File: src/rename_pkg.sv
package rename_pkg;

    // Register file sizes for RV32 with a 64-entry physical file.
    localparam int arch_regs = 32;
    localparam int phys_regs = 64;
    localparam int preg_bits = 6;

    // Depth of the queue between fetch and rename.
    localparam int iq_depth = 8;

    typedef logic [4:0]           areg_t;
    typedef logic [preg_bits-1:0] preg_t;
    typedef logic [31:0]          inst_t;
    typedef logic [31:0]          addr_t;
    typedef logic [63:0]          order_t;
    typedef logic [5:0]           rob_idx_t;

    // Major opcodes of the base ISA that rename has to tell apart.
    localparam logic [6:0] op_lui   = 7'b0110111;
    localparam logic [6:0] op_auipc = 7'b0010111;
    localparam logic [6:0] op_jal   = 7'b1101111;
    localparam logic [6:0] op_jalr  = 7'b1100111;
    localparam logic [6:0] op_br    = 7'b1100011;
    localparam logic [6:0] op_load  = 7'b0000011;
    localparam logic [6:0] op_store = 7'b0100011;
    localparam logic [6:0] op_imm   = 7'b0010011;
    localparam logic [6:0] op_reg   = 7'b0110011;

    // funct7 values seen with op_reg.
    localparam logic [6:0] f7_base   = 7'b0000000;
    localparam logic [6:0] f7_alt    = 7'b0100000;
    localparam logic [6:0] f7_muldiv = 7'b0000001;

    // Reservation station classes, also the bit index into rs_full.
    typedef enum logic [1:0] {
        rs_alu = 2'd0,
        rs_mul = 2'd1,
        rs_div = 2'd2,
        rs_br  = 2'd3
    } rs_class_t;

endpackage : rename_pkg
File: src/rename_top.sv
`timescale 1ns/1ps

module rename_top (
    input  logic                  clk,
    input  logic                  rst,
    input  logic                  fetch_valid,
    input  rename_pkg::inst_t     fetch_inst,
    input  rename_pkg::addr_t     fetch_pc,
    output logic                  iq_full,
    input  logic                  rob_full,
    input  rename_pkg::rob_idx_t  rob_num,
    input  logic [3:0]            rs_full,
    input  logic                  commit_valid,
    input  rename_pkg::preg_t     commit_preg,
    input  logic                  wb_valid,
    input  rename_pkg::preg_t     wb_preg,
    output logic                  dispatch_valid,
    output rename_pkg::rs_class_t dispatch_class,
    output rename_pkg::inst_t     dispatch_inst,
    output rename_pkg::addr_t     dispatch_pc,
    output rename_pkg::order_t    dispatch_order,
    output rename_pkg::rob_idx_t  dispatch_rob_num,
    output rename_pkg::areg_t     dispatch_rd,
    output rename_pkg::preg_t     dispatch_pd,
    output rename_pkg::preg_t     dispatch_ps1,
    output rename_pkg::preg_t     dispatch_ps2,
    output logic                  dispatch_ps1_ready,
    output logic                  dispatch_ps2_ready,
    output logic                  dispatch_rd_we
);
    import rename_pkg::*;

    logic  iq_empty;
    logic  iq_pop;
    inst_t iq_inst;
    addr_t iq_pc;

    logic  fl_empty;
    logic  fl_pop;
    preg_t fl_head;

    areg_t rat_rs1;
    areg_t rat_rs2;
    preg_t rat_ps1;
    preg_t rat_ps2;
    logic  rat_rdy1;
    logic  rat_rdy2;
    logic  rat_we;
    areg_t rat_rd;
    preg_t rat_pd;

    inst_queue i_inst_queue (
        .clk       (clk),
        .rst       (rst),
        .push      (fetch_valid),
        .push_inst (fetch_inst),
        .push_pc   (fetch_pc),
        .full      (iq_full),
        .pop       (iq_pop),
        .empty     (iq_empty),
        .head_inst (iq_inst),
        .head_pc   (iq_pc)
    );

    // Committed instructions hand back the register their destination used to map to.
    free_list i_free_list (
        .clk       (clk),
        .rst       (rst),
        .pop       (fl_pop),
        .head      (fl_head),
        .empty     (fl_empty),
        .push      (commit_valid),
        .push_preg (commit_preg)
    );

    rat i_rat (
        .clk      (clk),
        .rst      (rst),
        .rs1      (rat_rs1),
        .rs2      (rat_rs2),
        .ps1      (rat_ps1),
        .ps2      (rat_ps2),
        .rdy1     (rat_rdy1),
        .rdy2     (rat_rdy2),
        .we       (rat_we),
        .rd       (rat_rd),
        .pd       (rat_pd),
        .wb_valid (wb_valid),
        .wb_preg  (wb_preg)
    );

    rename_dispatch i_rename_dispatch (
        .clk                (clk),
        .rst                (rst),
        .iq_empty           (iq_empty),
        .iq_inst            (iq_inst),
        .iq_pc              (iq_pc),
        .iq_pop             (iq_pop),
        .fl_empty           (fl_empty),
        .fl_head            (fl_head),
        .fl_pop             (fl_pop),
        .rat_rs1            (rat_rs1),
        .rat_rs2            (rat_rs2),
        .rat_ps1            (rat_ps1),
        .rat_ps2            (rat_ps2),
        .rat_rdy1           (rat_rdy1),
        .rat_rdy2           (rat_rdy2),
        .rat_we             (rat_we),
        .rat_rd             (rat_rd),
        .rat_pd             (rat_pd),
        .rob_full           (rob_full),
        .rob_num            (rob_num),
        .rs_full            (rs_full),
        .dispatch_valid     (dispatch_valid),
        .dispatch_class     (dispatch_class),
        .dispatch_inst      (dispatch_inst),
        .dispatch_pc        (dispatch_pc),
        .dispatch_order     (dispatch_order),
        .dispatch_rob_num   (dispatch_rob_num),
        .dispatch_rd        (dispatch_rd),
        .dispatch_pd        (dispatch_pd),
        .dispatch_ps1       (dispatch_ps1),
        .dispatch_ps2       (dispatch_ps2),
        .dispatch_ps1_ready (dispatch_ps1_ready),
        .dispatch_ps2_ready (dispatch_ps2_ready),
        .dispatch_rd_we     (dispatch_rd_we)
    );

endmodule : rename_top

File: src/rename_dispatch.sv
`timescale 1ns/1ps

module rename_dispatch (
    input  logic                  clk,
    input  logic                  rst,
    input  logic                  iq_empty,
    input  rename_pkg::inst_t     iq_inst,
    input  rename_pkg::addr_t     iq_pc,
    output logic                  iq_pop,
    input  logic                  fl_empty,
    input  rename_pkg::preg_t     fl_head,
    output logic                  fl_pop,
    output rename_pkg::areg_t     rat_rs1,
    output rename_pkg::areg_t     rat_rs2,
    input  rename_pkg::preg_t     rat_ps1,
    input  rename_pkg::preg_t     rat_ps2,
    input  logic                  rat_rdy1,
    input  logic                  rat_rdy2,
    output logic                  rat_we,
    output rename_pkg::areg_t     rat_rd,
    output rename_pkg::preg_t     rat_pd,
    input  logic                  rob_full,
    input  rename_pkg::rob_idx_t  rob_num,
    input  logic [3:0]            rs_full,
    output logic                  dispatch_valid,
    output rename_pkg::rs_class_t dispatch_class,
    output rename_pkg::inst_t     dispatch_inst,
    output rename_pkg::addr_t     dispatch_pc,
    output rename_pkg::order_t    dispatch_order,
    output rename_pkg::rob_idx_t  dispatch_rob_num,
    output rename_pkg::areg_t     dispatch_rd,
    output rename_pkg::preg_t     dispatch_pd,
    output rename_pkg::preg_t     dispatch_ps1,
    output rename_pkg::preg_t     dispatch_ps2,
    output logic                  dispatch_ps1_ready,
    output logic                  dispatch_ps2_ready,
    output logic                  dispatch_rd_we
);
    import rename_pkg::*;

    logic [6:0] opcode;
    logic [2:0] funct3;
    logic [6:0] funct7;
    areg_t      rd_field;
    logic       has_rd;
    logic       rd_we;
    rs_class_t  cls;
    order_t     order_q;

    assign opcode   = iq_inst[6:0];
    assign funct3   = iq_inst[14:12];
    assign funct7   = iq_inst[31:25];
    assign rd_field = iq_inst[11:7];

    // Pick the station. M-extension ops split on funct3[2].
    always_comb begin
        cls = rs_alu;
        case (opcode)
            op_jal, op_jalr, op_br: cls = rs_br;
            op_reg: begin
                case (funct7)
                    f7_muldiv:       cls = funct3[2] ? rs_div : rs_mul;
                    f7_base, f7_alt: cls = rs_alu;
                    default:         cls = rs_alu;
                endcase
            end
            default: cls = rs_alu;
        endcase
    end

    // Only instructions with a real destination consume a free register.
    always_comb begin
        case (opcode)
            op_lui, op_auipc, op_jal, op_jalr,
            op_load, op_imm, op_reg: has_rd = 1'b1;
            op_br, op_store:         has_rd = 1'b0;
            default:                 has_rd = 1'b0;
        endcase
    end

    assign rd_we = has_rd && (rd_field != '0);

    // Any single stall source holds the head where it is.
    assign dispatch_valid = !iq_empty && !rob_full && !rs_full[cls] && !(rd_we && fl_empty);

    assign iq_pop  = dispatch_valid;
    assign fl_pop  = dispatch_valid && rd_we;
    assign rat_we  = fl_pop;
    assign rat_rd  = rd_field;
    assign rat_pd  = fl_head;
    assign rat_rs1 = iq_inst[19:15];
    assign rat_rs2 = iq_inst[24:20];

    assign dispatch_class     = cls;
    assign dispatch_inst      = iq_inst;
    assign dispatch_pc        = iq_pc;
    assign dispatch_order     = order_q;
    assign dispatch_rob_num   = rob_num;
    assign dispatch_rd        = rd_field;
    assign dispatch_rd_we     = rd_we;
    assign dispatch_pd        = rd_we ? fl_head : '0;
    assign dispatch_ps1       = rat_ps1;
    assign dispatch_ps2       = rat_ps2;
    assign dispatch_ps1_ready = rat_rdy1;
    assign dispatch_ps2_ready = rat_rdy2;

    always_ff @(posedge clk) begin
        if (rst) begin
            order_q <= '0;
        end else if (dispatch_valid) begin
            order_q <= order_q + 64'd1;
        end
    end

    a_valid_has_head: assert property (@(posedge clk) disable iff (rst)
        dispatch_valid |-> !iq_empty)
        else $error("dispatch without a queued instruction");

    a_fl_pop_dispatch: assert property (@(posedge clk) disable iff (rst)
        fl_pop |-> dispatch_valid)
        else $error("free register taken without a dispatch");

endmodule : rename_dispatch

File: src/rat.sv
`timescale 1ns/1ps

module rat (
    input  logic              clk,
    input  logic              rst,
    input  rename_pkg::areg_t rs1,
    input  rename_pkg::areg_t rs2,
    output rename_pkg::preg_t ps1,
    output rename_pkg::preg_t ps2,
    output logic              rdy1,
    output logic              rdy2,
    input  logic              we,
    input  rename_pkg::areg_t rd,
    input  rename_pkg::preg_t pd,
    input  logic              wb_valid,
    input  rename_pkg::preg_t wb_preg
);
    import rename_pkg::*;

    preg_t map [arch_regs];
    logic  rdy [arch_regs];

    // Reads see the table as it was before this edge's write.
    assign ps1  = map[rs1];
    assign ps2  = map[rs2];
    assign rdy1 = rdy[rs1];
    assign rdy2 = rdy[rs2];

    always_ff @(posedge clk) begin
        if (rst) begin
            for (int i = 0; i < arch_regs; i++) begin
                map[i] <= preg_t'(i);
                rdy[i] <= 1'b1;
            end
        end else begin
            // Several architectural registers may still point at the same
            // physical one, so every match is marked.
            if (wb_valid) begin
                for (int i = 0; i < arch_regs; i++) begin
                    if (map[i] == wb_preg) rdy[i] <= 1'b1;
                end
            end
            // A new mapping made on this edge wins over a writeback of it.
            if (we) begin
                map[rd] <= pd;
                rdy[rd] <= 1'b0;
            end
        end
    end

    // x0 stays mapped to p0 and always ready.
    a_no_x0_write: assert property (@(posedge clk) disable iff (rst) we |-> rd != '0)
        else $error("rat write to x0");

endmodule : rat

File: src/free_list.sv
`timescale 1ns/1ps

module free_list (
    input  logic              clk,
    input  logic              rst,
    input  logic              pop,
    output rename_pkg::preg_t head,
    output logic              empty,
    input  logic              push,
    input  rename_pkg::preg_t push_preg
);
    import rename_pkg::*;

    // Only the registers above the architectural ones start out free,
    // and no more than that many can ever be outstanding.
    preg_t mem [phys_regs - arch_regs];

    logic [$clog2(phys_regs - arch_regs)-1:0] rd_ptr;
    logic [$clog2(phys_regs - arch_regs)-1:0] wr_ptr;
    preg_t count;

    logic do_pop;

    assign empty  = (count == '0);
    assign head   = mem[rd_ptr];
    assign do_pop = pop && !empty;

    always_ff @(posedge clk) begin
        if (rst) begin
            // Entry i holds physical register 32 + i after reset.
            for (int i = 0; i < phys_regs - arch_regs; i++) begin
                mem[i] <= preg_t'(arch_regs + i);
            end
        end else if (push) begin
            mem[wr_ptr] <= push_preg;
        end
    end

    always_ff @(posedge clk) begin
        if (rst) begin
            rd_ptr <= '0;
            // The buffer starts full, so the write pointer sits on the read pointer.
            wr_ptr <= '0;
            count  <= preg_t'(phys_regs - arch_regs);
        end else begin
            if (do_pop) rd_ptr <= rd_ptr + 1'b1;
            if (push) wr_ptr <= wr_ptr + 1'b1;
            count <= count + push - do_pop;
        end
    end

    a_count_bound: assert property (@(posedge clk) disable iff (rst)
        count <= preg_t'(phys_regs - arch_regs))
        else $error("free_list holds more registers than it can");

    // Dispatch is expected to check empty before taking a register.
    a_no_pop_empty: assert property (@(posedge clk) disable iff (rst) pop |-> !empty)
        else $error("free_list popped while empty");

endmodule : free_list

File: src/inst_queue.sv
`timescale 1ns/1ps

module inst_queue (
    input  logic              clk,
    input  logic              rst,
    input  logic              push,
    input  rename_pkg::inst_t push_inst,
    input  rename_pkg::addr_t push_pc,
    output logic              full,
    input  logic              pop,
    output logic              empty,
    output rename_pkg::inst_t head_inst,
    output rename_pkg::addr_t head_pc
);
    import rename_pkg::*;

    inst_t inst_mem [iq_depth];
    addr_t pc_mem   [iq_depth];

    logic [$clog2(iq_depth)-1:0] wr_ptr;
    logic [$clog2(iq_depth)-1:0] rd_ptr;
    logic [$clog2(iq_depth+1)-1:0] count;

    logic do_push;
    logic do_pop;

    assign full    = (count == iq_depth);
    assign empty   = (count == 0);
    assign do_push = push && !full;
    assign do_pop  = pop && !empty;

    // The head is read straight from storage, so a new entry shows up one cycle after its push.
    assign head_inst = inst_mem[rd_ptr];
    assign head_pc   = pc_mem[rd_ptr];

    always_ff @(posedge clk) begin
        if (do_push) begin
            inst_mem[wr_ptr] <= push_inst;
            pc_mem[wr_ptr]   <= push_pc;
        end
    end

    always_ff @(posedge clk) begin
        if (rst) begin
            wr_ptr <= '0;
            rd_ptr <= '0;
            count  <= '0;
        end else begin
            if (do_push) wr_ptr <= wr_ptr + 1'b1;
            if (do_pop) rd_ptr <= rd_ptr + 1'b1;
            count <= count + do_push - do_pop;
        end
    end

    // Rename must never take an instruction from an empty queue.
    a_no_pop_empty: assert property (@(posedge clk) disable iff (rst) pop |-> !empty)
        else $error("inst_queue popped while empty");

    a_count_bound: assert property (@(posedge clk) disable iff (rst) count <= iq_depth)
        else $error("inst_queue occupancy above depth");

endmodule : inst_queue

File: config.mk
export PLATFORM = sky130hd
export DESIGN_NAME = rename_top
export DESIGN_NICKNAME = d
export VERILOG_FILES = /design/src/rename_pkg.sv /design/src/rename_top.sv /design/src/rename_dispatch.sv /design/src/rat.sv /design/src/free_list.sv /design/src/inst_queue.sv
export SDC_FILE = /design/constraint.sdc
export NUM_CORES = 2
export LEC_CHECK = 0
export BUFFER_PORTS_ARGS = -buffer_cell sky130_fd_sc_hd__buf_2
export CAP_MARGIN = 0
export CELL_PAD_IN_SITES_DETAIL_PLACEMENT = 0
export CELL_PAD_IN_SITES_GLOBAL_PLACEMENT = 2
export CORE_MARGIN = 2
export CORE_UTILIZATION = 43
export CTS_CLUSTER_DIAMETER = 150
export CTS_CLUSTER_SIZE = 14
export DETAILED_ROUTE_END_ITERATION = 16
export MAX_ROUTING_LAYER = met4
export PLACE_DENSITY_LB_ADDON = 0.1
export SYNTH_ARGS = -nofsm -noshare
export SYNTH_HDL_FRONTEND = slang
export SYNTH_SLANG_ARGS = --single-unit
export TNS_END_PERCENT = 5
File: constraint.sdc
create_clock -name clk -period 8.4 [get_ports clk]
set_input_delay 0.84 -clock clk [delete_from_list [all_inputs] [get_ports clk]]
set_output_delay 0.84 -clock clk [all_outputs]
set_load 0.1 [all_outputs]
-- After elaboration in Yosys (flattened, before gate mapping)
Memory sizes are Yosys's and may differ from the RTL's. A register that Yosys moved wholly into a read port is not among the register bits.
Cells that the tools add are included.
- output and inout bits: 164
- bits of input ports: 92
- flip-flop bits (word level): 90
- bits in writable memories: 928
- word-level logic and storage cells: 307
- memories: 5
- add/subtract/negate cells: 9
- bitwise gates (word level): 32
- order comparisons: 1
- equality and inequality tests: 42
- reduce and logical (&&, ||, !) cells: 22
- multiplexer cells: 189
- memory list (memory ; depth ; width ; rd ports ; clocked after Yosys merged registers in ; write ports ; RTL line ; text):
    i_inst_queue.inst_mem ; 8 ; 32 ; 1 ; 1 ; 1 ; inst_queue.sv:17 ; inst_t inst_mem [iq_depth];
    i_inst_queue.pc_mem ; 8 ; 32 ; 1 ; 1 ; 1 ; inst_queue.sv:18 ; addr_t pc_mem [iq_depth];
    i_free_list.mem ; 32 ; 6 ; 1 ; 1 ; 32 ; free_list.sv:16 ; preg_t mem [phys_regs - arch_regs];
    i_rat.map ; 32 ; 6 ; 34 ; 0 ; 32 ; rat.sv:20 ; preg_t map [arch_regs];
    i_rat.rdy ; 32 ; 1 ; 2 ; 0 ; 33 ; rat.sv:21 ; logic rdy [arch_regs];
- operators with widths (kind ; count):
    6-bit equality test ; 32
    1-bit two-way mux ; 174
    64-bit by 1-bit adder with 64-bit output, second input constant ; 1
    1-bit OR ; 32
    7-bit equality test, second input constant ; 3
    5-bit two-way mux ; 4
    6-bit two-way mux ; 3
    7-bit by 5-bit equality test with 1-bit output, second input constant ; 2
    7-bit by 6-bit equality test with 1-bit output, second input constant ; 2
    3-bit two-way mux ; 4
    6-bit OR reduction ; 2
    5-bit by 1-bit adder with 5-bit output, second input constant ; 2
    1-bit logical AND ; 9
    7-bit by 1-bit equality test with 1-bit output, second input constant ; 1
    7-bit by 2-bit equality test with 1-bit output, second input constant ; 1
    7-bit OR reduction ; 1
    3-bit by 1-bit adder with 3-bit output, second input constant ; 2
    6-bit by 1-bit adder with 6-bit output ; 1
    1-bit logical NOT ; 6
    6-bit logical NOT ; 1
    6-bit by 1-bit subtractor with 6-bit output ; 1
    5-bit nonzero test ; 1
    4-bit by 1-bit adder with 4-bit output ; 1
    4-bit equality test, second input constant ; 1
    7 further kinds ; 8

-- Depth between registers and ports, before layout
- depth in word-level cells: 14
- mapped depth: 22
- depth with buffers taken out: 19

-- Hierarchy
From an unflattened synthesis, not the netlist that was laid out.
- cell total of the unflattened synthesis: 3217
- area total of the unflattened synthesis: 48464.0 um^2
- modules (own cells, without submodules) (module ; cells an instance ; sequential area each (um^2) ; area an instance (um^2) ; times used):
    inst_queue ; 820 ; 15635.0 ; 19911.6 ; 1
    rat ; 1075 ; 6406.1 ; 14247.4 ; 1
    free_list ; 781 ; 6185.9 ; 10024.6 ; 1
    rename_dispatch ; 541 ; 1281.2 ; 4280.4 ; 1

-- Worst setup path after synthesis
Ideal clock, no wire load.
- path type: reg-to-output
- start point: register with a tool-made name
- end point: output dispatch_ps1[0]
- data arrival time: 5.865 ns
- required time: 7.560 ns
- stages on the path, launching flop included: 15
- path slack: 1.695 ns
- cells stage by stage: dfxtp_1 buf_2 buf_2 buf_2 buf_1 mux4_2 mux2i_1 inv_1 buf_2 buf_2 buf_1 nand2_1 nand3_1 a31oi_1 a221oi_1
- RTL lines (item ; RTL line ; text):
    end, declared ; rename_top.sv:25 ; output rename_pkg::preg_t dispatch_ps1,

==> impl_metrics.json <==
{
  "status": "complete, no violations",
  "grt_pass1_wl_mm": 220,
  "synth_top_area_cell": "edfxtp_1",
  "drt_iter0_markers": 2989,
  "postSynth.asyncResetShare": 0,
  "num_rows": 122,
  "placed_area_um2": 50500,
  "dr.max_layer_used": "met4",
  "crit_path_start_kind": "flop",
  "met3_length_mm": 11.7,
  "cts_setup_buffers": 0,
  "setup_tns_ns": 0,
  "synth_cell_types": 66,
  "htreeDepth": 3,
  "hold_buffers": 0,
  "placed_cells": 5259,
  "clkLatencyLatePin_ns": 0.70,
  "arrival_ns": 6.67,
  "initial_core_util": 0.434,
  "port_buffers": 243,
  "syn_inst": 3765,
  "max_stage_delay_ns": 0.91,
  "drc": 0,
  "viasPerCell": 5.95,
  "seq_area_frac_synth": 0.615,
  "powerDensity_nw_per_um2": 262,
  "dieArea_um2": 114000,
  "fmax_mhz": 133,
  "worstPathMaxFanout": 66,
  "path_class": "flop to output pin",
  "instances_no_fill": 5399,
  "drt-met1-wl_mm": 65.0,
  "grt-ovfl-total": 0,
  "drv_slew": 0,
  "first_global_vias": 31900,
  "area_growth_pct": 10.2,
  "avgSynthCellArea_um2": 12.7,
  "cpMostUsedCell": "buf_4",
  "end_kind": "output pin",
  "p_leak_uw": 0.0169,
  "crit_required_ns": 7.56,
  "cp_top_family": "buffers and inverters",
  "hold_viol_final": 0,
  "rsz0062_at_grt": "no",
  "max_cap_violations": 0,
  "wl_mm": 150,
  "worstMarginPinSlew_ns": 1.34,
  "clkSinkCount": 1026,
  "period_needed_ns": 7.51,
  "syn_area_um2": 48000,
  "cpMaxStageDelayCell": "dfxtp_4",
  "clk_pin_slew_ns": 0.07,
  "synth_edf_count": 896,
  "ant_nets": 0,
  "antenna_found_initial": 16,
  "ios": 256,
  "cts_inserted_buffers": 83,
  "fp.dieW_um": 338,
  "final-setup-viol-count": 0,
  "crit_buf_inv": 4,
  "hold_path_class": "primary input to flop",
  "ys.flop_type": "edfxtp_1",
  "drive_above_1_share": 0.183,
  "synth_area_leaders": "edfxtp_1 (56%), mux4_2 (8.8%), dfxtp_1 (5.4%)",
  "vias": 32100,
  "fin_area_um2": 52900,
  "layout.nets": 3972,
  "relSlewSlack": 0.104,
  "coreArea_um2": 111000,
  "routedWlPerCell_um": 27.8,
  "track_usage": 0.273,
  "cts_root_buf": "clkbuf_16",
  "ctsResizeCount": 0,
  "die_y_um": 338,
  "synth_seq_cells": 1026,
  "cts_buffer_depth": 3,
  "cts_tree": "yes",
  "dr_wl_met2_mm": 70.2,
  "ir_drop_mv": 0.194,
  "fillCellCount": 9722,
  "clock_skew_ns": 0.0379,
  "dp_hpwl_mm": 94.1,
  "path_cells": "buf_4 -> mux4_2 -> mux2i_4 -> buf_4 -> buf_4 -> nand2_1 -> and3_1 -> a311oi_1 -> a31oi_1 -> a221oi_1 -> buf_2",
  "synth_most_common_cell": "edfxtp_1",
  "gp_congestion": 0.889,
  "grt_max_degree": 111,
  "fin_crit_sh": 0.893,
  "synthTopCellsByCount": "edfxtp_1 (896), nand2_1 (662), mux4_2 (188), clkbuf_1 (187), nor2_1 (182)",
  "synth_warnings": 0,
  "drt_first_pass_iters": 6,
  "synth_top_area_share": 0.561
}
worst paths after layout:
check,start,to,slack [ns],cells past startpoint
max,flop,dispatch_ps1[4],0.89,11
max reg2reg,flop,i_free_list.count[4],1.72,20
min reg2reg,i_inst_queue.rd_ptr[1],flop,0.49,2
min,fetch_inst[10],i_inst_queue.inst_mem[1][10],0.41,1
worst register-to-register path: cells and delay by family (launching register included):
kind / cells / cell delay [ns]
muxes: 2 / 0.92
xor gates and xnor gates: 1 / 0.15
AOI/OAI and AO/OA: 3 / 1.31
DFF: 1 / 0.91
adders and majority gates: 3 / 0.97
and+or+nand+nor: 6 / 1.23
buffers and inverters: 5 / 1.08
cell families (layout without fill, tap and decap cells):
| family | Yosys count | after routing | synth area share |
|---|---|---|---|
| other | 1 | 13 | 0.0000781 |
| muxes | 270 | 270 | 0.107 |
| buffers and inverters | 360 | 494 | 0.0324 |
| DFF | 1026 | 1026 | 0.615 |
| AOI/OAI and AO/OA | 350 | 350 | 0.0491 |
| and+or+nand+nor | 1529 | 1529 | 0.153 |
| xor gates and xnor gates | 205 | 205 | 0.0374 |
| adders and majority gates | 24 | 24 | 0.00657 |
sequential cells by signal, indices dropped and copies added (netlist names), named ones only:
signal and count:
i_free_list.count 6, i_free_list.mem 192, i_free_list.rd_ptr 5, i_free_list.wr_ptr 5, i_inst_queue.count 4, i_inst_queue.inst_mem 256
i_inst_queue.pc_mem 256, i_inst_queue.rd_ptr 3, i_inst_queue.wr_ptr 3, i_rat.map 192, i_rat.rdy 32, i_rename_dispatch.dispatch_order 64
stage by stage:
stage	power (uW)	util	worst slack [ns]	hold WS, ns
finish	13900	0.478	0.895	0.408
global placement	10200	0.456	1.66	0.466
floorplan	9120	-	1.70	0.431
global route	14400	0.478	0.485	0.387
CTS	14000	0.478	0.876	0.369
detailed placement	10300	0.456	1.63	0.466
metal layers:
layer  vias to the layer above  GRT usage
met5                         -          -
met3                       180     0.0562
met1                     16500      0.373
met2                      1202      0.420
met4                         0     0.0665
li1                      14200          -
layout make-up:
cell class	count	area, um^2	area share
Clock inverter	7	148	0.00279
Tap cell	1488	1860	0.0352
Sequential cell	1026	29500	0.558
Timing Repair Buffer	308	1740	0.0328
Multi-Input combinational cell	2384	17200	0.324
Antenna cell	7	17.5	0.000331
Clock buffer	126	2260	0.0427
Inverter	53	201	0.00381
layout by cell type (no fill, tap or decap), types with 84 or more instances in the layout:
cell and n:
nand2_1 662, edfxtp_1 896, xnor2_1 104, nand3_1 160, xor2_1 101, buf_2 242
mux4_2 188, dfxtp_1 125, nor2_1 175, nor3_1 115, clkbuf_16 84
power breakdown:
group          switching, uW  internal, uW
Combinational           3260          1040
Sequential               118          5730
Clock                   1840          1870
Total                   5220          8640
Note: power is estimated with default switching activity, not from simulation.
